`src/hdl/mips_cfg.svh`:
```
`ifndef MIPS_CFG_SVH
`define MIPS_CFG_SVH

// Program memory depth in 32-bit words
`define MIPS_PROG_WORDS 64

// Data memory depth in 32-bit words
`define MIPS_DATA_WORDS 64

// First fetch address after reset
`define MIPS_RESET_PC 32'h0000_0000

`endif

```
`src/hdl/mips_pkg.sv`:
```
package mips_pkg;

	typedef logic [31:0] word_t;
	typedef logic [4:0] reg_idx_t;
	typedef logic [1:0] alu_op_t;

	// ALUOp from the main decoder
	localparam alu_op_t alu_op_add = 2'b00;
	localparam alu_op_t alu_op_sub = 2'b01;
	localparam alu_op_t alu_op_funct = 2'b10;

	// R-type function field
	localparam logic [5:0] funct_add = 6'h20;
	localparam logic [5:0] funct_sub = 6'h22;
	localparam logic [5:0] funct_and = 6'h24;
	localparam logic [5:0] funct_or = 6'h25;
	localparam logic [5:0] funct_slt = 6'h2a;

	typedef enum logic [2:0] {alu_add, alu_sub, alu_and, alu_or, alu_slt} alu_ctrl_t;

	typedef enum logic [5:0] {
		op_rtype = 6'h00,
		op_j = 6'h02,
		op_beq = 6'h04,
		op_addi = 6'h08,
		op_lw = 6'h23,
		op_sw = 6'h2b
	} opcode_t;

endpackage

```
`src/hdl/pc_redirect_if.sv`:
```
`timescale 1ns/1ps

// Branch and jump redirect from the MA stage back to fetch
interface pc_redirect_if import mips_pkg::*; ();

	logic take;
	logic jump;
	word_t branch_target;
	word_t jump_target;

	modport source (output take, output jump, output branch_target, output jump_target);

	modport sink (input take, input jump, input branch_target, input jump_target);

endinterface

```
`src/hdl/instruction_fetch.sv`:
```
`timescale 1ns/1ps
`include "mips_cfg.svh"

module instruction_fetch import mips_pkg::*; (
	input logic clk,
	input logic reset,
	input logic prog_we,
	input word_t prog_addr,
	input word_t prog_data,
	pc_redirect_if.sink redirect,
	output word_t instruction,
	output word_t next_pc
);

	localparam int prog_aw = $clog2(`MIPS_PROG_WORDS);

	word_t pc;
	word_t pc_target;
	word_t prog_mem [`MIPS_PROG_WORDS];

	assign next_pc = pc + 32'd4;

	// Jump takes priority over a taken branch
	always_comb
	begin
		if (redirect.jump)
			pc_target = redirect.jump_target;
		else if (redirect.take)
			pc_target = redirect.branch_target;
		else
			pc_target = next_pc;
	end

	always_ff @(posedge clk)
	begin
		if (reset)
			pc <= `MIPS_RESET_PC;
		else
			pc <= pc_target;
	end

	// Load port uses byte addresses like the PC
	always_ff @(posedge clk)
	begin
		if (prog_we)
			prog_mem[prog_addr[prog_aw+1:2]] <= prog_data;
	end

	assign instruction = prog_mem[pc[prog_aw+1:2]];

endmodule

```
`src/flat_wrapper.sv`:
```
// flat-port wrapper written by rule: the top's interface ports become plain ports
module instruction_fetch_flat import mips_pkg::*;
  (clk, reset, prog_we, prog_addr, prog_data, instruction, next_pc, redirect_take, redirect_jump, redirect_branch_target, redirect_jump_target);
  pc_redirect_if redirect_i ();
  input logic clk;
  input logic reset;
  input logic prog_we;
  input word_t prog_addr;
  input word_t prog_data;
  output word_t instruction;
  output word_t next_pc;
  input wire logic [$bits(redirect_i.take)-1:0] redirect_take;
  input wire logic [$bits(redirect_i.jump)-1:0] redirect_jump;
  input wire logic [$bits(redirect_i.branch_target)-1:0] redirect_branch_target;
  input wire logic [$bits(redirect_i.jump_target)-1:0] redirect_jump_target;
  assign redirect_i.take = redirect_take;
  assign redirect_i.jump = redirect_jump;
  assign redirect_i.branch_target = redirect_branch_target;
  assign redirect_i.jump_target = redirect_jump_target;
  instruction_fetch u_core (.clk(clk), .reset(reset), .prog_we(prog_we), .prog_addr(prog_addr), .prog_data(prog_data), .redirect(redirect_i), .instruction(instruction), .next_pc(next_pc));
endmodule
```
`config.mk`:
```
export PLATFORM = sky130hd
export DESIGN_NAME = instruction_fetch_flat
export DESIGN_NICKNAME = d
export VERILOG_FILES = /design/src/hdl/mips_pkg.sv /design/src/hdl/pc_redirect_if.sv /design/src/hdl/instruction_fetch.sv /design/src/flat_wrapper.sv
export VERILOG_INCLUDE_DIRS = /design/src /design/src/hdl
export SDC_FILE = /design/constraint.sdc
export NUM_CORES = 2
export LEC_CHECK = 0
export BUFFER_PORTS_ARGS = -buffer_cell sky130_fd_sc_hd__clkbuf_2
export CELL_PAD_IN_SITES_DETAIL_PLACEMENT = 0
export CELL_PAD_IN_SITES_GLOBAL_PLACEMENT = 1
export CORE_UTILIZATION = 50
export DETAILED_ROUTE_END_ITERATION = 8
export PLACE_DENSITY = 0.7
export SKIP_CTS_REPAIR_TIMING = 1
export SYNTH_ARGS = -nofsm -noshare
export SYNTH_HDL_FRONTEND = slang
export SYNTH_SLANG_ARGS = --single-unit
```
`constraint.sdc`:
```
create_clock -name clk -period 6.85 [get_ports clk]
set_clock_uncertainty 0.1 [all_clocks]
set_input_delay 0.3425 -clock clk [delete_from_list [all_inputs] [get_ports clk]]
set_output_delay 0.3425 -clock clk [all_outputs]
set_load 0.05 [all_outputs]
```
[After elaboration in Yosys (flattened, before gate mapping)]
Memories as Yosys holds them, arrays and structs flattened. A register that Yosys moved wholly into a read port is not among the register bits.
Cells that the tools add are included.
Storage, ports and cells
  flip-flop bits (word level): 32
  word-level logic and storage cells: 8
  memories kept: 1
  bits in writable memories: 2048
Cells by class
  mux-type cells: 5
  add/sub/neg operators: 1
Memory list
  u_core.prog_mem: words 64, bits a word 32, read ports 1, clocked after memory_dff 1, wr ports 1, line instruction_fetch.sv:19  | word_t prog_mem [`MIPS_PROG_WORDS];
Operators with widths (count)
  $mux 32: 2
  $add 32x3->32 const B: 1
  $mux 6: 1
  $mux 1: 2

[Logic depth before layout (Yosys ltp)]
  depth after elaboration: 4
  mapped depth: 9

[Worst setup path after synthesis]
Ideal clock, no wire load.
  kind: input to register
  from: in prog_addr[7]
  to: mem u_core.prog_mem[48][0] (netlist name), enable pin
  path buffers: 1
  required time: 6.289 ns
  slack: 3.070 ns
  arrival: 3.219 ns
  stages: 4
  cell sequence: clkbuf_1 > nand3_1 > or3_1 > nor3_1
RTL lines
  from (decl): line flat_wrapper.sv:8  | input word_t prog_addr;
  to (decl): line instruction_fetch.sv:19
Straight into the memory's write port.

==> qor.yml <==
flow_run:
  drv_cap: 0
route:
  wire_per_inst_um: 32.70
  routed_via_density: 6.300
  ant_nets: 0
  drt_iter0_drc: 5125
  via_count: 38870
  routed_wl_um: 201800
  first_pass_iters: 5
  drcViolationCount: 0
yosys:
  syn_inst: 3556
  ys_ff_latch: 2080
  yosysTopAreaCell: "edfxtp_1"
  ys_top_cells_by_count: "edfxtp_1, mux4_2, mux2i_1"
  synth_edf_count: 2048
  synth.most_common_cell: "edfxtp_1"
  muxShareOfSynthArea: 0.1610
  syn_area_sq_mm: 0.08009
  async_flop_share: 0
  ys_warn_count: 0
  synth_seq_area_share: 0.7759
  synth-xor-area-share: 0.002515
  yosys-top-cells-area: "edfxtp_1, mux4_2, mux2i_1"
  synth_compound_area_frac: 0.02939
  synth_nets: 3690
  synthAdderAreaFrac: 0.0001562
  synth.distinct_cells: 53
  yosysTopAreaCellShare: 0.7679
  synth-main-ff-cell: "edfxtp_1"
  avgSynthCellArea_sq_um: 22.52
  yosys.area_share.simple: 0.01675
  synth_top_family_by_area: "multiplexers"
pwr:
  power.switching_uw: 5920
  sw_frac_of_total: 0.2234
  power.ir.vdd_worst_uv: 181.0
  combPwrFrac: 0.074
  p_int_uw: 20580
  pwr-share-seq: 0.533
  p_leak_uw: 0.02804
  power.density_mw_per_mm2: 291.2
  power_uw: 26500
  clock_power_share: 0.393
final_layout:
  final_net_count: 4063
  area_growth_pct: 13.61
  instances_no_fill: 6170
  drive_gt1_frac: 0.2920
clock_network:
  clkTransAtPathRegs_ns: 0.06
  cts_buffers: 199
  cts_tree: "built"
  cts_sinks: 2080
  htree_levels: 4
  clockBufferDepth: 3
  clkLatencyLatePin_ns: 0.82
  clk_root_buffer_cell: "clkbuf_16"
sta:
  max_slew.worst_pin.slew_ns: 1.217
  drv_slew: 0
  tns_ns: 0
  min_period_over_period: 0.8331
  hold_slack_ns: 0.05325
  rsz0062_at_grt: "false"
  max_slew_margin: 0.1824
  final_hold_viol_count: 0
  max_freq_mhz: 175.2
  period_needed_ns: 5.706
  fin_ws_ns: 1.144
  finalSetupViolations: 0
setup_path:
  crit_path_start: "u_core.pc[5]"
  r2r-start: "u_core.pc[3]"
  critPathArrivalTime_ns: 5.26
  r2r_end: "u_core.pc[8]"
  endpoint_kind: "primary output"
  cpMaxStageDelayCell: "a211oi_1"
  worstRegToRegCells: 9
  cp-start-kind: "register"
  slowest_delay_ns: 0.86
  crit_path_max_fanout: 22
  cp_top_family: "compound AO/OA/AOI/OAI gates"
  reg2reg_slack_ns: 2.73
  required_ns: 6.41
  criticalPathCategory: "register to primary output"
  crit_chain: "nand3b_1 -> buf_4 -> o22ai_1 -> a211oi_1 -> a21oi_1 -> a311oi_1 -> clkbuf_2"
  crit_buf_inv: 2
floorplanning:
  rows: 146
  ios: 197
  fp.dieH_um: 402.2
  dieArea_sq_mm: 0.1618
  die_w_um: 402.2
  start_util: 0.5045
  core_area_sq_mm: 0.1587
place:
  io_buffers: 170
  dp_cells: 5737
  dpl.hpwl_um: 105800
  place.gp.congestion: 0.7809
  pre_cts_slack_ns: 2.094
hold_path:
  min_path_type: "input port to register"
  min_path_cells: 5
  min_to: "u_core.pc[2]"
  min_from: "redirect_branch_target[2]"
global_route:
  grt_antenna_before_repair: 15
  grt_start_max_net_pins: 94
  grt_first_pass_wirelength_um: 284400
  grt_pass1_vias: 38690
  grtUsageTotal: 0.2506
  overflow: 0
outcome:
  status: "complete, no violations"
final cells by class:
| class | instances | area (sq um) |
|---|---|---|
| clock buffers | 251 | 5218 |
| diodes | 6 | 15.01 |
| fillers | 11520 | 67760 |
| inverters | 8 | 30.03 |
| repair buffers | 387 | 2775 |
| multi-input cells | 1253 | 17310 |
| clock inverters | 113 | 890.9 |
| flip-flops and latches | 2080 | 62160 |
| well taps | 2072 | 2592 |
worst min-delay path, stage by stage:
cell and delay [ns]:
clkbuf_2 0.07, a21oi_1 0.11, nor2_1 0.10, a21oi_1 0.05
nor2_1 0.21
registers in the layout, summed over array words and instances (netlist names):
| name | flops |
|---|---|
| u_core.prog_mem | 2048 |
| u_core.pc | 32 |
worst max path at each step:
| stage | end | slack, ns | cells after the start |
|---|---|---|---|
| 2_1_floorplan | u_core.prog_mem[48][0] | 3.07 | 4 |
| 3_3_place_gp | instruction[2] | 2.08 | 7 |
| 3_5_place_dp | instruction[2] | 2.09 | 7 |
| 4_1_cts | instruction[2] | 1.17 | 7 |
| 5_1_grt | instruction[14] | 0.94 | 7 |
| 6_report | instruction[14] | 1.14 | 7 |
layout by cell type (no fill, tap or decap), drive strengths merged, types with 6 or more instances in the layout:
| cell | n |
|---|---|
| a22oi | 72 |
| and2 | 6 |
| xor2 | 10 |
| a21oi | 54 |
| inv | 15 |
| o21ai | 11 |
| dfxtp | 32 |
| nor2 | 81 |
| dlygate4sd3 | 63 |
| clkbuf | 421 |
| mux4 | 512 |
| nand2b | 8 |
| diode | 6 |
| edfxtp | 2048 |
| a22o | 64 |
| mux2i | 136 |
| nand2 | 32 |
| bufinv | 12 |
| xnor2 | 13 |
| nor3 | 58 |
| o22ai | 40 |
| nand3 | 17 |
| a211oi | 34 |
| clkinv | 89 |
| a311oi | 32 |
| nand4 | 10 |
| nor2b | 7 |
| buf | 154 |
| or2 | 6 |
| nor4 | 7 |
metal layers:
layer,share of wire,vias to the layer above,wire length [um],GRT usage
li1,-,15970,-,-
met1,0.41,20950,82660,0.3641
met2,0.48,1700,96180,0.3896
met3,0.089,256,18050,0.04944
met4,0.024,0,4883,0.07158
met5,0,-,0,0
power groups by stage:
stage	sequential, uW	clock, uW	combinational [uW]
4_1_cts	14100	10600	1920
6_report	14100	10400	1950
5_1_grt	14100	11000	2050
3_3_place_gp	14400	0	1900
2_1_floorplan	14400	0	1150
3_5_place_dp	14400	0	1920
stage by stage:
step / util / cell area, sq um
floorplan: - / 80090
global placement: 0.5306 / 84230
detailed placement: 0.5306 / 84230
CTS: 0.5691 / 90340
global route: 0.5731 / 90980
finish: 0.5732 / 90990
cells by family after synthesis:
logic type      after synthesis
mux                         648
simple gates                256
buf+inv                     223
fa+ha+maj                     1
compound gates              325
xor+xnor                     23
flops                      2080
No activity file was read; power rests on OpenSTA's default activity.
