**src/hdl/mips_cfg.svh**
```systemverilog
`ifndef MIPS_CFG_SVH
`define MIPS_CFG_SVH

// Program memory depth in 32-bit words
`define MIPS_PROG_WORDS 64

// Data memory depth in 32-bit words
`define MIPS_DATA_WORDS 64

// First fetch address after reset
`define MIPS_RESET_PC 32'h0000_0000

`endif

```
**src/hdl/mips_pkg.sv**
```systemverilog
package mips_pkg;

	typedef logic [31:0] word_t;
	typedef logic [4:0] reg_idx_t;
	typedef logic [1:0] alu_op_t;

	// ALUOp from the main decoder
	localparam alu_op_t alu_op_add = 2'b00;
	localparam alu_op_t alu_op_sub = 2'b01;
	localparam alu_op_t alu_op_funct = 2'b10;

	// R-type function field
	localparam logic [5:0] funct_add = 6'h20;
	localparam logic [5:0] funct_sub = 6'h22;
	localparam logic [5:0] funct_and = 6'h24;
	localparam logic [5:0] funct_or = 6'h25;
	localparam logic [5:0] funct_slt = 6'h2a;

	typedef enum logic [2:0] {alu_add, alu_sub, alu_and, alu_or, alu_slt} alu_ctrl_t;

	typedef enum logic [5:0] {
		op_rtype = 6'h00,
		op_j = 6'h02,
		op_beq = 6'h04,
		op_addi = 6'h08,
		op_lw = 6'h23,
		op_sw = 6'h2b
	} opcode_t;

endpackage

```
**src/hdl/instruction_decode.sv**
```systemverilog
`timescale 1ns/1ps

module instruction_decode import mips_pkg::*; (
	input logic clk,
	input logic reset,
	input word_t instruction,
	input word_t next_pc,
	input logic wb_write,
	input reg_idx_t wb_reg,
	input word_t wb_data,
	output word_t rdata1,
	output word_t rdata2,
	output word_t extended,
	output word_t jump_target,
	output reg_idx_t write_reg,
	output alu_op_t alu_op,
	output logic reg_write,
	output logic mem_read,
	output logic mem_write,
	output logic mem_to_reg,
	output logic alu_src,
	output logic branch,
	output logic jump
);

	opcode_t opcode;
	reg_idx_t rs;
	reg_idx_t rt;
	reg_idx_t rd;
	word_t regs [32];

	assign opcode = opcode_t'(instruction[31:26]);
	assign rs = instruction[25:21];
	assign rt = instruction[20:16];
	assign rd = instruction[15:11];

	//////////////////////////////////////////////////
	// Main control decoder
	//////////////////////////////////////////////////

	always_comb
	begin
		reg_write = 1'b0;
		mem_read = 1'b0;
		mem_write = 1'b0;
		mem_to_reg = 1'b0;
		alu_src = 1'b0;
		branch = 1'b0;
		jump = 1'b0;
		alu_op = alu_op_add;
		write_reg = rt;
		case (opcode)
			op_rtype:
			begin
				reg_write = 1'b1;
				alu_op = alu_op_funct;
				write_reg = rd;
			end
			op_lw:
			begin
				reg_write = 1'b1;
				mem_read = 1'b1;
				mem_to_reg = 1'b1;
				alu_src = 1'b1;
			end
			op_sw:
			begin
				mem_write = 1'b1;
				alu_src = 1'b1;
			end
			op_beq:
			begin
				branch = 1'b1;
				alu_op = alu_op_sub;
			end
			op_addi:
			begin
				reg_write = 1'b1;
				alu_src = 1'b1;
			end
			op_j:
				jump = 1'b1;
			default:
				reg_write = 1'b0;
		endcase
	end

	assign extended = {{16{instruction[15]}}, instruction[15:0]};
	assign jump_target = {next_pc[31:28], instruction[25:0], 2'b00};

	//////////////////////////////////////////////////
	// Register file
	//////////////////////////////////////////////////

	always_ff @(posedge clk)
	begin
		if (reset)
		begin
			for (int i = 0; i < 32; i++)
				regs[i] <= '0;
		end
		else if (wb_write && wb_reg != '0)
			regs[wb_reg] <= wb_data;
	end

	// WB result of this cycle is visible to the reads
	always_comb
	begin
		if (wb_write && wb_reg != '0 && wb_reg == rs)
			rdata1 = wb_data;
		else
			rdata1 = regs[rs];
		if (wb_write && wb_reg != '0 && wb_reg == rt)
			rdata2 = wb_data;
		else
			rdata2 = regs[rt];
	end

endmodule

```
**config.mk**
```make
export PLATFORM = sky130hd
export DESIGN_NAME = instruction_decode
export DESIGN_NICKNAME = d
export VERILOG_FILES = /design/src/hdl/mips_cfg.svh /design/src/hdl/mips_pkg.sv /design/src/hdl/instruction_decode.sv
export SDC_FILE = /design/constraint.sdc
export NUM_CORES = 2
export LEC_CHECK = 0
export BUFFER_PORTS_ARGS = -buffer_cell sky130_fd_sc_hd__buf_4
export CAP_MARGIN = 40
export CORE_MARGIN = 3
export CORE_UTILIZATION = 44
export CTS_CLUSTER_SIZE = 30
export DETAILED_ROUTE_END_ITERATION = 8
export SLEW_MARGIN = 20
export SYNTH_ARGS = -nofsm -noshare
export SYNTH_HDL_FRONTEND = slang
export SYNTH_SLANG_ARGS = --single-unit
export TNS_END_PERCENT = 1
```
**constraint.sdc**
```tcl
create_clock -name clk -period 6.64 [get_ports clk]
set_input_delay 0.996 -clock clk [delete_from_list [all_inputs] [get_ports clk]]
set_output_delay 0.996 -clock clk [all_outputs]
set_load 0.01 [all_outputs]
```
; ---- Word level (Yosys, flattened, before mapping)
; Memory sizes are Yosys's and may differ from the RTL's.
; Index checks and enable logic that the tools add are counted.
[word_totals]
register_bits = 0
mem_bits_rw = 1024
inputBits = 104
output_inout_bits = 142
wordCells = 34
n_memories = 1
[memory_table]
columns = name, words, word_bits, rd, rd_ports_with_merged_regs, wr, line_no
row1 = regs, 32, 32, 2, 0, 32, instruction_decode.sv:30  ; word_t regs [32];
[classes]
n_eq_ne = 7
n_mux = 18
reduce_logical = 8
[ops]
columns = op, count
row1 = 32-bit 2-to-1 mux, 3
row2 = 32-bit OR reduction, 1
row3 = 6-bit equality test (second input constant), 2
row4 = 1-bit 2-to-1 mux, 12
row5 = 5-bit equality test, 2
row6 = 5-bit 2-to-1 mux, 2
row7 = 6-bit by 2-bit equality test with 1-bit output (second input constant), 1
row8 = 6-bit by 3-bit equality test with 1-bit output (second input constant), 1
row9 = 6-bit by 4-bit equality test with 1-bit output (second input constant), 1
row10 = 6-bit logical NOT, 1
row11 = 3-bit OR reduction, 2
row12 = 5-bit nonzero test, 1
row13 = 2-bit case mux with 2 select lines, 1
row14 = 1-bit logical AND, 3

; ---- Logic depth before layout (Yosys ltp)
[logic_depth]
depth_word = 7
depth_mapped = 7
ltp_nobuf = 4

; ---- Least setup slack after synthesis
; OpenSTA, ideal clock, no wires.
[synth_path]
path_kind = input port to output port
from = input instruction[16]
to = output rdata2[13]
arrival_time_ns = 2.634
required_ns = 5.644
path_slack_ns = 3.010
cell_stages = 7
n_path_buf = 3
path_cell_list = buf_2 buf_4 buf_2 mux4_2 o22ai_1 nor4_1 mux2_1
[synth_via]
elab_chain_cells = 3
word_cells_on_any_way = 4
classes_between = eq/ne: 1 / mux: 1 / reduce/logical: 1 / memory: 1
[synth_rtl]
columns = element, line_no
row1 = from (decl), instruction_decode.sv:6  ; input word_t instruction,
row2 = branches (longest 2 deep; another with memory read 32 x 32 bit), --
row3 = 32-bit 2-to-1 mux (*), instruction_decode.sv:113  ; if (wb_write && wb_reg != '0 && wb_reg == rt)
row4 = to (decl), instruction_decode.sv:12  ; output word_t rdata2,
; Every way passes the cells marked *.

; ---- Worst setup path in the final report
[layout_path]
from = input instruction[24]
to = output rdata1[28]
[layout_via]
elab_chain_cells = 3
word_cells_on_any_way = 4
classes_between = eq/ne: 1 / mux: 1 / reduce/logical: 1 / memory: 1
[layout_rtl]
columns = element, line_no
row1 = branches (longest 2 deep; another with memory read 32 x 32 bit), --
row2 = 32-bit 2-to-1 mux (*), instruction_decode.sv:109  ; if (wb_write && wb_reg != '0 && wb_reg == rs)
row3 = to (decl), instruction_decode.sv:11  ; output word_t rdata1,
; Marks and branches as above.

==> run_results.csv <==
group,metric,value,unit
status,status,"finished clean",
die,dieHeight,357.8,µm
route,wl_met2,82.83,mm
route,wl_met1,68.23,mm
final_layout,seqCellArea,0.03075,mm²
grt,grt_start_max_net_pins,69,
die,io_pins,246,
final_layout,n_fill_cell,10180,
clock_network,h-tree-depth,3,
timing,rsz0062_at_grt,"no",
critical_path,cp_max_fo,19,
timing,period_share,69.85,%
critical_path,arrival,3640,ps
die,core_area,0.1224,mm²
final_layout,final_layout_size_suffix_gt1_share,30.75,%
critical_path,worst-setup-path-type,"in -> out",
clock_network,cts_num_sinks,1024,
grt,first_global_vias,33630,
die,fp.dieArea,0.1280,mm²
final_layout,fin_nets,3631,
synthesis,postSynthCellCount,3515,
timing,hold_violations,0,
place,portBuffers,174,
timing,setup_ws,2002,ps
critical_path,path_cells,"buf_4, or3b_2, buf_4, o22ai_1, nor4_1, mux2_4, buf_4",
timing,layout_min_cycle_time,4638,ps
final_layout,largest_register_ffs,1024,
route,ant_nets,0,
clock_network,cts_setup_buffers,0,
clock_network,root_buffer,"clkbuf_16",
route,wl_met3,16.74,mm
die,row_count,128,
final_layout,area_growth,12.24,%
timing,worst_slew_pin_slew,890.5,ps
synthesis,synth.avg_cell_area,15.49,µm²
route,drt-initial-drc-count,3828,
synthesis,synth_seq_area_share,56.46,%
synthesis,ys_async_sr_fraction,0,%
synthesis,synth.distinct_cells,46,
final_layout,layout_common_cells,"edfxtp_1 (1,024), and2_1 (961), mux4_2 (511), buf_4 (279), o22ai_1 (249)",
power,ir_drop,0.1866,mV
critical_path,start_kind,"input pin",
clock_network,hold_buffers,0,
critical_path,critPathSlowestCell,"or3b_2",
final_layout,layout_commonest_cell,"edfxtp_1",
clock_network,cts_inserted_buffers,109,
route,drc_errors,0,
route,wl_per_cell,33.26,µm
route,top_layer,"met5",
route,vias_per_cell,6.352,
final_layout,reg_top3,"regs (1024)",
grt,antenna_found_initial,7,
timing,fmax,0.2156,GHz
final_layout,multiInputGateArea,0.02187,mm²
place,preCtsSetupSlack,1890,ps
clock_network,cts_resized,0,
flow_run,maxCapViolCount,0,
synthesis,ys_ff_latch,1024,
synthesis,synth_edf_count,1024,
place,hpwlAfterDp,106.8,mm
timing,finalSetupViolations,0,
critical_path,cp-end-kind,"output port",
synthesis,synth_area,0.05446,mm²
critical_path,cp_common_cell,"buf_4",
die,start_util,44.51,%
synthesis,synthFlopType,"edfxtp_1",
route,dr.pass1.iters,5,
power,power.density,256.4,mW/mm²
timing,relSlewSlack,40.63,%
timing,finalSetupTns,0,ps
worst_hold_path,worstHoldPathType,"in -> reg",
grt,grt_overflow_total,0,
clock_network,path_clk_slew,60,ps
route,vias,33340,
timing,drv_slew,0,
place,gp_congestion,0.8163,
grt,grt.total_usage,27.25,%
synthesis,yosys_warnings,0,
critical_path,slowest_delay,790,ps
route,wl,174.6,mm
die,die_w,357.8,µm
critical_path,worstPathRequired,5640,ps
final_layout,top_register,"regs",
grt,grt_pass1_wl,246.5,mm
clock_network,cts_tree,"yes",
clock_network,clockBufferDepth,3,
power,power_leakage,20.64,nW
-- per-stage QoR --
stage / instances / hold WS (ps) / instance area [µm²] / utilization [%] / power [mW]
after floorplan: 3548 / 1194 / 54590 / - / 8.916
after global placement: 5022 / 1414 / 57200 / 46.75 / 9.613
after detailed placement: 5039 / 1415 / 57550 / 47.03 / 9.667
after CTS: 5243 / 685.3 / 61090 / 49.93 / 15.73
after global routing: 5245 / 713.4 / 61120 / 49.95 / 16.12
final: 5249 / 724.6 / 61130 / 49.96 / 15.68
-- cells in the mapped netlist (4+ instances only) --
cell type,count,area share [%]
nor4_1,65,0.75
nand3_1,10,0.092
o22ai_1,249,2.9
nand3b_1,11,0.15
and3_1,4,0.046
buf_1,21,0.14
buf_2,63,0.58
edfxtp_1,1024,56
or2_2,31,0.36
mux4_2,511,21
mux2_1,20,0.41
inv_1,4,0.028
and2_1,961,11
mux2_4,38,1.0
nand2_1,7,0.048
clkbuf_1,265,1.8
mux2_2,12,0.25
buf_6,8,0.17
or3b_2,5,0.080
nor2_1,38,0.26
buf_4,96,1.3
xnor2_1,8,0.13
nor3_1,34,0.31
-- cell families after synthesis --
logic type	Yosys count	synth area share, %
buffers and inverters	457	4.066
muxes	582	22.86
xor gates and xnor gates	10	0.1608
other	1	0.006886
AOI/OAI and AO/OA	259	3.049
and+or+nand+nor	1182	13.40
DFF	1024	56.46
-- worst max-delay path: cells and delay by family --
| family | cells | cell delay (ps) |
|---|---|---|
| and+or+nand+nor | 2 | 1460 |
| muxes | 1 | 290 |
| AOI/OAI and AO/OA | 1 | 140 |
| buffers and inverters | 3 | 710 |
-- final cells by class --
cell class | count | share of cell area [%]
clock buffers | 130 | 4.695
multi-input cells | 2067 | 35.77
well taps | 1625 | 3.326
clock inverters | 74 | 1.097
repair buffers | 321 | 4.765
diodes | 4 | 0.01637
flip-flops and latches | 1024 | 50.30
inverters | 4 | 0.02456
-- power breakdown --
part,leakage (nW),internal (mW),switching (mW)
combinational,9.17,0.876,1.03
clock,1.72,3.53,2.60
sequential,9.75,7.47,0.164
total,20.6,11.9,3.80
-- per-layer routing --
| metal | GRT usage (%) | vias to the layer above |
|---|---|---|
| met2 | 43.56 | 1817 |
| met4 | 10.24 | 2 |
| met1 | 37.39 | 17550 |
| met3 | 5.061 | 334 |
| li1 | - | 13640 |
| met5 | 0 | - |
-- path summary, 6_finish.rpt --
kind | start | depth (start not counted) | endpoint | slack [ps]
max | instruction[24] | 7 | rdata1[28] | 2000
min | wb_reg[1] | 2 | regs[1][30]$_SDFFCE_PN0P_ | 720
(Power assumes the default switching activity.)
