`src/hdl/mips_cfg.svh`:
```
`ifndef MIPS_CFG_SVH
`define MIPS_CFG_SVH

// Program memory depth in 32-bit words
`define MIPS_PROG_WORDS 64

// Data memory depth in 32-bit words
`define MIPS_DATA_WORDS 64

// First fetch address after reset
`define MIPS_RESET_PC 32'h0000_0000

`endif

```
`src/hdl/mips_pkg.sv`:
```
package mips_pkg;

	typedef logic [31:0] word_t;
	typedef logic [4:0] reg_idx_t;
	typedef logic [1:0] alu_op_t;

	// ALUOp from the main decoder
	localparam alu_op_t alu_op_add = 2'b00;
	localparam alu_op_t alu_op_sub = 2'b01;
	localparam alu_op_t alu_op_funct = 2'b10;

	// R-type function field
	localparam logic [5:0] funct_add = 6'h20;
	localparam logic [5:0] funct_sub = 6'h22;
	localparam logic [5:0] funct_and = 6'h24;
	localparam logic [5:0] funct_or = 6'h25;
	localparam logic [5:0] funct_slt = 6'h2a;

	typedef enum logic [2:0] {alu_add, alu_sub, alu_and, alu_or, alu_slt} alu_ctrl_t;

	typedef enum logic [5:0] {
		op_rtype = 6'h00,
		op_j = 6'h02,
		op_beq = 6'h04,
		op_addi = 6'h08,
		op_lw = 6'h23,
		op_sw = 6'h2b
	} opcode_t;

endpackage

```
`src/hdl/execution.sv`:
```
`timescale 1ns/1ps

module execution import mips_pkg::*; (
	input logic [5:0] funct,
	input alu_op_t alu_op,
	input word_t next_pc,
	input word_t rdata1,
	input word_t rdata2,
	input word_t extended,
	input logic alu_src,
	output word_t alu_out,
	output logic zero,
	output word_t branch_target
);

	alu_ctrl_t alu_ctrl;
	word_t operand_b;

	// ALU control
	always_comb
	begin
		case (alu_op)
			alu_op_sub:
				alu_ctrl = alu_sub;
			alu_op_funct:
			begin
				case (funct)
					funct_sub: alu_ctrl = alu_sub;
					funct_and: alu_ctrl = alu_and;
					funct_or: alu_ctrl = alu_or;
					funct_slt: alu_ctrl = alu_slt;
					funct_add: alu_ctrl = alu_add;
					// nop (sll r0) lands here
					default: alu_ctrl = alu_add;
				endcase
			end
			default:
				alu_ctrl = alu_add;
		endcase
	end

	assign operand_b = alu_src ? extended : rdata2;

	always_comb
	begin
		case (alu_ctrl)
			alu_sub: alu_out = rdata1 - operand_b;
			alu_and: alu_out = rdata1 & operand_b;
			alu_or: alu_out = rdata1 | operand_b;
			alu_slt: alu_out = ($signed(rdata1) < $signed(operand_b)) ? 32'd1 : 32'd0;
			default: alu_out = rdata1 + operand_b;
		endcase
	end

	assign zero = (alu_out == '0);

	// Word offset relative to the delay-free next PC
	assign branch_target = next_pc + {extended[29:0], 2'b00};

endmodule

```
`config.mk`:
```
export PLATFORM = sky130hd
export DESIGN_NAME = execution
export DESIGN_NICKNAME = d
export VERILOG_FILES = /design/src/hdl/mips_cfg.svh /design/src/hdl/mips_pkg.sv /design/src/hdl/execution.sv
export SDC_FILE = /design/constraint.sdc
export NUM_CORES = 1
export LEC_CHECK = 0
export BUFFER_PORTS_ARGS = -buffer_cell sky130_fd_sc_hd__buf_2
export CORE_MARGIN = 2
export CORE_UTILIZATION = 24
export DETAILED_ROUTE_END_ITERATION = 6
export GPL_TIMING_DRIVEN = 0
export SLEW_MARGIN = 20
export SYNTH_ARGS = -nofsm -noshare
export SYNTH_HDL_FRONTEND = slang
export SYNTH_SLANG_ARGS = --single-unit
```
`constraint.sdc`:
```
create_clock -name vclk -period 7.6
set_input_delay 1.14 -clock vclk [all_inputs]
set_output_delay 1.14 -clock vclk [all_outputs]
set_load 0.02 [all_outputs]
```
Yosys cells after proc, flatten, opt, wreduce, memory -nomap -nowiden
Cells that the tools add are included.
- logic and storage cells: 22
- bits in writable memories: 0
- bits in read-only memories: 0
- bits in latches: 0
- memories: 0
- flip-flop bits (word level): 0
- reduce and logical (&&, ||, !) cells: 1
- multipliers: 0
- shift operators: 0
- add/subtract/negate cells: 3
- bitwise gates (word level): 2
- multiplexer cells: 5
- $lt $le $gt $ge: 1
- eq/ne operators: 10
- divide/modulo/power cells: 0
- operators by type and width (operator ; number):
    $pmux 32 s4 ; 1
    $add 32x32->32 ; 2
    $and 32x32->32 ; 1
    $logic_not 32->1 ; 1
    $lt 32x32->1 ; 1
    $mux 32 ; 1
    $or 32x32->32 ; 1
    $sub 32x32->32 ; 1
    $eq 6x6->1 const B ; 4
    $pmux 3 s4 ; 1
    $eq 3x2->1 const B ; 2
    $pmux 3 s2 ; 1
    $eq 3x1->1 const B ; 1
    $eq 3x3->1 const B ; 1
    $eq 2x1->1 const B ; 1
    $eq 2x2->1 const B ; 1
    $mux 1 ; 1

Longest topological paths before layout
Gate-level depths: netlist of run 1.
- depth after elaboration: 6
- depth in mapped cells: 18
- mapped depth without buffers: 16

Least setup slack after synthesis of run 1
No wires, ideal clock.
- kind: input to output
- start: in alu_src
- end: out zero
- stages: 16
- required time: 6.460 ns
- arrival time: 5.578 ns
- path slack: 0.882 ns
- path buffers: 2
- cell sequence: clkbuf_1 buf_1 mux2i_1 ha_1 nor2b_1 o31a_1 o21ai_2 o21bai_1 o31ai_1 o31ai_2 o41a_1 xnor2_1 a221o_1 or4b_1 nor4_1 and4b_1
- RTL lines (item ; RTL line ; RTL):
    start: declaration ; execution.sv:10 ; input logic alu_src,
    $mux 32 (*) ; execution.sv:42 ; assign operand_b = alu_src ? extended : rdata2;
    $add 32x32->32, or another cell as far along ; execution.sv:51 ; default: alu_out = rdata1 + operand_b;
    $pmux 32 s4 (*) ; execution.sv:46 ; case (alu_ctrl)
    named net alu_out[25] ; execution.sv:11 ; output word_t alu_out,
    $logic_not 32->1 (*) ; execution.sv:55 ; assign zero = (alu_out == '0);
    end: declaration ; execution.sv:12 ; output logic zero,
The timed path passes the listed nets; every way through them passes the cells marked *.

Worst setup path after layout of run 1
- start: in alu_src
- end: out zero
- cells in the longest elaborated chain, start to end: 5
- ends and longest elaborated chain (item ; RTL line ; RTL):
    $mux 32 (*) ; execution.sv:42 ;
    $lt 32x32->1 ; execution.sv:50 ; alu_slt: alu_out = ($signed(rdata1) < $signed(operand_b)) ? 32'd1 : 32'd0;
    $mux 1 ; execution.sv:50 ;
    $pmux 32 s4 (*) ; execution.sv:46 ;
    $logic_not 32->1 (*) ; execution.sv:55 ;
Every way passes the cells marked *; elsewhere a longest branch is shown, timed or not.

==> impl_metrics.env, run 1 <==
export IMPL_status="finished clean"
export IMPL_critPathTopFamily="simple AND/OR/NAND/NOR gates"
export IMPL_grt_pass1_wl_um=43590
export IMPL_fin_tns_setup_ps=0
export IMPL_fmax_mhz=137.4
export IMPL_hold_path_class="input port to output pin"
export IMPL_wire_per_inst_um=18.14
export IMPL_syn_to_final_growth_pct=21.48
export IMPL_min_period_ps=7278
export IMPL_row_count=63
export IMPL_die_area_mm2=0.03136
export IMPL_postSynthAreaPerCell_um2=6.987
export IMPL_die_x_um=177.1
export IMPL_critPathMaxStageDelay_ps=440
export IMPL_grt_max_degree=11
export IMPL_max_vdd_ir_drop_mv=0.05113
export IMPL_start_kind="input port"
export IMPL_total_leakage_power_nw=4.339
export IMPL_crit_chain="clkbuf_2 > buf_4 > mux2i_4 > inv_1 > ha_1 > fa_1 > nor2_1 > o221ai_1 > a211oi_2 > buf_4 > or3_1 > a31oi_2 > a211o_1 > and3_1 > nand4bb_1 > nor4b_1 > nand4b_1 > nor4_1 > and4b_1 > buf_2"
export IMPL_syn_cell_area_mm2=0.007189
export IMPL_ys_types=93
export IMPL_start_util=0.2432
export IMPL_worstSetupPathType="input port to output pin"
export IMPL_mostFrequentLayoutCells="buf_2 (207), ha_1 (136), inv_1 (103), nor2_1 (79), a21oi_1 (76)"
export IMPL_synth_net_count=1305
export IMPL_place_area_mm2=0.008670
export IMPL_fin_crit_sh=0.9577
export IMPL_cp_num_cells=20
export IMPL_place_congestion=0.9275
export IMPL_min_path_cells=2
export IMPL_final_util=0.2955
export IMPL_hold_ws_ps=2497
export IMPL_track_usage=0.1762
export IMPL_ys_seq_area_frac=0
export IMPL_hold_violations=0
export IMPL_fin_nets=1505
export IMPL_nFillCells=3272
export IMPL_layout_commonest_cell="buf_2"
export IMPL_firstDrtPassIters=7
export IMPL_pwr_density_cell_mw_per_mm2=108.9
export IMPL_finalInstanceArea_mm2=0.008733
export IMPL_worst_pin_slew_ps=904.8
export IMPL_core_area_mm2=0.02956
export IMPL_yosysWarnings=0
export IMPL_worst_ep_required_time_ps=6460
export IMPL_ff_latch_area_um2=0
export IMPL_viasPerCell=5.291
export IMPL_critical_path_buf_inv_count=5
export IMPL_grt_overflow=0
export IMPL_synthCells=1029
export IMPL_cpMaxStageDelayCell="nor4b_1"
export IMPL_critPathMostFrequentCell="buf_4"
export IMPL_drive_gt1_frac=0.2127
export IMPL_die_h_um=177.1
export IMPL_drc_errors=0
export IMPL_drt_iter0_drc=815
export IMPL_setup_violations_final=0
export IMPL_slew_headroom=0.3953
export IMPL_drtAntennaViolNets=0
export IMPL_n_antenna_cell=0
export IMPL_rsz0062_at_grt="false"
export IMPL_routed_wl_um=29340
export IMPL_nClkBuffers=0
export IMPL_hpwl_um=24520
export IMPL_portBuffers=197
export IMPL_grt_busiest_layer="met2"
export IMPL_antenna_found_initial=1
export IMPL_hold_path_end="branch_target[0]"
export IMPL_drv_slew=0
export IMPL_grt_use_met3=0.01332
export IMPL_grt_pass1_vias=7713
export IMPL_via_count=8556
export IMPL_hold_start="next_pc[0]"
export IMPL_ctsHoldBuffers=0
export IMPL_use_met2=0.2973
export IMPL_end_kind="output pin"
export IMPL_grtUsageMet1=0.2433
export IMPL_io_pins=202
export IMPL_seq_cells=0
export IMPL_crit_fanout=10
export IMPL_maxCapViolCount=0
export IMPL_cp_arrival_ps=6140
[layout make-up]
class / count / area (um^2) / area share
Inverter: 104 / 390.4 / 0.04470
Timing Repair Buffer: 198 / 993.5 / 0.1138
Buffer: 48 / 234.0 / 0.02679
Multi-Input combinational cell: 877 / 6628 / 0.7589
Tap cell: 390 / 488.0 / 0.05587
[where the power goes]
part / internal (mW) / leakage, nW / switching (mW)
logic: 0.353 / 4.34 / 0.598
registers: 0 / 0 / 0
clock network: 0 / 0 / 0
total: 0.353 / 4.34 / 0.598
[worst max path at each step]
stage	startpoint	slack, ps	endpoint
after floorplan	alu_src	880	zero
after global placement	alu_src	-750	zero
after detailed placement	alu_src	-780	zero
after CTS	alu_src	40	zero
after global routing	alu_src	20	zero
final	alu_src	320	zero
[metrics by stage]
stage / std cells / worst slack [ps] / power [mW]
4_1_cts: 1616 / 35.16 / 0.9390
3_5_place_dp: 1616 / -784.3 / 0.9328
2_1_floorplan: 1029 / 882.4 / 0.6369
5_1_grt: 1617 / 19.38 / 1.036
6_report: 1617 / 321.6 / 0.9507
3_3_place_gp: 1616 / -750.0 / 0.9257
[cell usage after synthesis, types with 19 or more instances]
cell	count	area, um^2
o21ai_0	59	295.3
ha_1	136	1702
xnor2_1	23	201.4
a21oi_1	77	385.4
nor3_1	23	115.1
a21o_1	30	225.2
inv_1	103	386.6
nand2b_1	19	118.9
mux2i_1	37	370.4
nor2_1	79	296.5
clkbuf_1	24	90.09
a211oi_1	19	142.6
nand2_1	67	251.5
[layer usage]
metal  routed length, um  part of all wire  up-vias
li1                    -                 -     4187
met1               12810              0.44     3981
met2               13480              0.46      348
met3                2335             0.080       38
met4                 697             0.024        2
met5                   7           0.00024        -
[repair_timing]
action                     4_1_cts  5_1_grt
gates resized for setup         12       13
setup buffers                    0        1
pin swaps                        0        3
setup endpoints to repair        1        1
[cells by family after synthesis]
| group | count (synthesis) | share of synthesized area |
|---|---|---|
| AO/OA/AOI/OAI | 364 | 0.3568 |
| AND/OR/NAND/NOR | 298 | 0.2141 |
| buffers and inverters | 152 | 0.08475 |
| adder cells (fa/ha/maj) | 139 | 0.2450 |
| XOR/XNOR | 38 | 0.04629 |
| multiplexers | 38 | 0.05308 |
(Power assumes the default switching activity.)
==> inputs of run 2 (changes only) <==
- PLACE_DENSITY_LB_ADDON: not set -> 0.1
==> impl_metrics.env, run 2 (same netlist as run 1, synthesis figures left out) <==
export IMPL_status="finished clean"
export IMPL_stdcell_count=1616
export IMPL_place_ws_ps=-715.4
export IMPL_core_area_mm2=0.02956
export IMPL_total_leakage_power_nw=4.330
export IMPL_seq_cells=0
export IMPL_grt_use_met3=0.01718
export IMPL_ctsHoldBuffers=0
export IMPL_use_met2=0.3239
export IMPL_critPathTopFamily="simple AND/OR/NAND/NOR gates"
export IMPL_n_antenna_cell=0
export IMPL_fmax_mhz=138.9
export IMPL_layout_commonest_cell="buf_2"
export IMPL_rsz0062_at_grt="false"
export IMPL_start_kind="input port"
export IMPL_grt_busiest_layer="met2"
export IMPL_critPathMostFrequentCell="or3_1"
export IMPL_nClkBuffers=0
export IMPL_setup_violations_final=0
export IMPL_syn_to_final_growth_pct=21.34
export IMPL_track_usage=0.1891
export IMPL_worst_ep_required_time_ps=6460
export IMPL_fin_crit_sh=0.9474
export IMPL_die_area_mm2=0.03136
export IMPL_worstSetupPathType="input port to output pin"
export IMPL_critical_path_buf_inv_count=4
export IMPL_wire_per_inst_um=19.00
export IMPL_grt_max_degree=11
export IMPL_nFillCells=3358
export IMPL_firstDrtPassIters=5
export IMPL_worst_pin_slew_ps=933.0
export IMPL_hold_violations=0
export IMPL_via_count=8374
export IMPL_max_vdd_ir_drop_mv=0.04463
export IMPL_ff_latch_area_um2=0
export IMPL_drv_slew=0
export IMPL_critPathMaxStageDelay_ps=560
export IMPL_hold_ws_ps=2498
export IMPL_placedCellCount=1616
export IMPL_maxCapViolCount=0
export IMPL_min_period_ps=7200
export IMPL_slew_headroom=0.3780
export IMPL_portBuffers=197
export IMPL_grtUsageMet1=0.2609
export IMPL_grt_pass1_vias=8137
export IMPL_drc_errors=0
export IMPL_grt_overflow=0
export IMPL_place_congestion=0.8906
export IMPL_drtAntennaViolNets=0
export IMPL_fin_tns_setup_ps=0
export IMPL_mostFrequentLayoutCells="buf_2 (207), ha_1 (136), inv_1 (103), nor2_1 (79), a21oi_1 (77)"
export IMPL_cpMaxStageDelayCell="or4b_1"
export IMPL_grt_pass1_wl_um=46440
export IMPL_fin_nets=1504
export IMPL_drive_gt1_frac=0.2113
export IMPL_end_kind="output pin"
export IMPL_hpwl_um=25760
export IMPL_routed_wl_um=30700
export IMPL_start_util=0.2432
export IMPL_worst_slack_ps=400.0
export IMPL_cp_arrival_ps=6060
export IMPL_hold_path_class="input port to output pin"
export IMPL_multi_input_area_mm2=0.006623
export IMPL_pwr_density_cell_mw_per_mm2=109.6
export IMPL_row_count=63
export IMPL_io_pins=202
export IMPL_antenna_found_initial=0
export IMPL_crit_chain="clkbuf_2 > buf_6 > mux2i_2 > inv_1 > ha_1 > fa_1 > nor2_1 > o221ai_1 > a211oi_2 > or3_1 > a221o_1 > a21o_1 > nand2_1 > or3_1 > a31o_1 > or4b_1 > nor4_2 > and4b_1 > buf_2"
export IMPL_die_h_um=177.1
export IMPL_cts_setup_buffers=0
export IMPL_die_x_um=177.1
export IMPL_total_power_uw=955.9
export IMPL_viasPerCell=5.182
export IMPL_drt_iter0_drc=726
export IMPL_crit_fanout=10
run 2: cell count changes in the layout (fill, tap and decap cells not counted), sizes merged:
cell | before | now
buf | 221 | 220
run 2: per-layer routing:
| metal | vias to the layer above | routed length, um |
|---|---|---|
| met3 | 22 | 1707 |
| li1 | 4187 | - |
| met5 | - | 0 |
| met2 | 247 | 14370 |
| met1 | 3918 | 14140 |
| met4 | 0 | 480 |
run 2: layout make-up:
cell class / instances / area share
Buffer: 48 / 0.02711
Inverter: 104 / 0.04475
Timing Repair Buffer: 197 / 0.1130
Multi-Input combinational cell: 877 / 0.7592
Tap cell: 390 / 0.05594
run 2: where the power goes:
| group | total (mW) | switching (mW) | internal (mW) |
|---|---|---|---|
| sequential | 0 | 0 | 0 |
| combinational | 0.956 | 0.603 | 0.353 |
| clock | 0 | 0 | 0 |
| total | 0.956 | 0.603 | 0.353 |
run 2: repair_timing:
action,CTS,global route
gates cloned,0,0
setup endpoints to repair,1,1
pin swaps,0,2
gates resized for setup,13,11
run 2: worst paths after layout:
| check | start | end | slack [ps] | cells after the start |
|---|---|---|---|---|
| min | next_pc[0] | branch_target[0] | 2500 | 2 |
| max | alu_src | zero | 400 | 19 |
run 2: metrics by stage:
step	utilization	instance area, um^2
finish	0.2951	8723
global route	0.2951	8723
CTS	0.2938	8686
detailed placement	0.2931	8665
global placement	0.2931	8663
floorplan	-	7189
==> inputs of run 3 (changes only) <==
- CORE_UTILIZATION: 24 -> 51
- GPL_ROUTABILITY_DRIVEN: not set -> 0
- clock period: 7.6 -> 5.9 ns (I/O delays scaled with it)
==> impl_metrics.env, run 3 (same netlist as run 1, synthesis figures left out) <==
export IMPL_status="finished clean"
export IMPL_fmax_mhz=172.5
export IMPL_pwr_density_cell_mw_per_mm2=142.0
export IMPL_track_usage=0.3160
export IMPL_stdcell_count=1425
export IMPL_layout_commonest_cell="buf_2"
export IMPL_hold_path_class="input port to output pin"
export IMPL_wire_per_inst_um=18.14
export IMPL_nClkBuffers=0
export IMPL_n_antenna_cell=0
export IMPL_hold_violations=0
export IMPL_firstDrtPassIters=6
export IMPL_fin_tns_setup_ps=0
export IMPL_worstSetupPathType="input port to output pin"
export IMPL_grt_max_degree=11
export IMPL_grt_overflow=0
export IMPL_hold_path_end="branch_target[1]"
export IMPL_worst_ep_required_time_ps=5020
export IMPL_placedCellCount=1406
export IMPL_maxCapViolCount=0
export IMPL_syn_to_final_growth_pct=31.99
export IMPL_slew_headroom=0.3190
export IMPL_die_area_mm2=0.01506
export IMPL_drt_iter0_drc=832
export IMPL_core_area_mm2=0.01383
export IMPL_max_vdd_ir_drop_mv=0.08782
export IMPL_grt_pass1_vias=7833
export IMPL_viasPerCell=6.260
export IMPL_drv_slew=0
export IMPL_die_h_um=122.7
export IMPL_routed_wl_um=25850
export IMPL_crit_fanout=6
export IMPL_via_count=8920
export IMPL_drive_gt1_frac=0.3028
export IMPL_start_util=0.5200
export IMPL_io_pins=202
export IMPL_portBuffers=197
export IMPL_hold_ws_ps=1987
export IMPL_cp_arrival_ps=4910
export IMPL_total_power_mw=1.348
export IMPL_worst_slack_ps=104.3
export IMPL_rsz0062_at_grt="true"
export IMPL_hold_start="next_pc[1]"
export IMPL_seq_cells=0
export IMPL_start_kind="input port"
export IMPL_fin_nets=1523
export IMPL_setup_violations_final=0
export IMPL_row_count=43
export IMPL_fin_crit_sh=0.9823
export IMPL_end_kind="output pin"
export IMPL_worst_pin_slew_ps=1015
export IMPL_mostFrequentLayoutCells="buf_2 (206), ha_1 (124), inv_1 (101), nor2_1 (75), a21oi_1 (71)"
export IMPL_hpwl_um=20000
export IMPL_total_leakage_power_nw=4.582
export IMPL_min_period_ps=5796
export IMPL_grt_pass1_wl_um=38760
export IMPL_drtAntennaViolNets=0
export IMPL_ff_latch_area_um2=0
export IMPL_drc_errors=0
export IMPL_antenna_found_initial=0
export IMPL_min_path_cells=2
export IMPL_die_x_um=122.7
export IMPL_place_ws_ps=-926.9
run 3: cell count changes in the layout (fill, tap and decap cells not counted), moves of 6 or more:
cell,previous run,this run
buf_4,4,24
mux2i_1,36,17
mux2i_4,0,15
clkbuf_1,22,9
ha_1,136,124
ha_4,0,11
clkbuf_2,2,11
a21oi_1,77,71
run 3: per-layer routing:
layer  vias up  share of wire  global-route usage
met3        87          0.096             0.02370
met4         0          0.045              0.1157
met1      4116           0.40              0.4324
li1       4234              -                   -
met5         -              0                   0
met2       483           0.46              0.5173
run 3: cell type report:
type	count	area (um^2)
timing repair buffer	219	1175
buffer	45	320.3
tap	180	225.2
multi-input combinational	877	7378
inverter	104	390.4
fill	1234	4338
run 3: worst max path at each step:
stage,from,end,slack (ps),depth (start not counted)
finish,alu_src,zero,100,20
global route,alu_op[0],zero,-40,17
CTS,alu_src,zero,1,19
detailed placement,alu_src,zero,-930,19
global placement,alu_src,zero,-830,19
floorplan,alu_src,zero,20,18
run 3: critical path, cell delays in order:
cell and delay [ps]:
buf_12 120, buf_12 150, mux2i_4 270, inv_2 100, ha_4 180, fa_2 410, nor2_4 130, o221ai_4 140
buf_4 170, a21oi_4 180, a2111oi_4 130, nor4_1 280, o21ai_0 170, mux2i_1 140, o21ai_0 200, nor3_1 390
nand4b_1 300, nor4_4 190, and4b_2 250, buf_6 110
run 3: report_power, final:
group | leakage (nW) | internal, mW | switching [mW]
registers | 0 | 0 | 0
logic | 4.58 | 0.537 | 0.811
clock network | 0 | 0 | 0
run 3: timing repair:
item	4_1_cts	5_1_grt
cloned	0	1
hold buffers	0	0
setup endpoints to repair	4	1
endpoints found under the hold margin	0	0
resized for setup	79	105
pin swaps	13	37
buffers inserted	11	11
run 3: per-stage QoR:
step	utilization	cell area (um^2)
3_5_place_dp	0.6085	8413
5_1_grt	0.6863	9489
2_1_floorplan	-	7202
6_report	0.6863	9489
3_3_place_gp	0.6085	8413
4_1_cts	0.6409	8862
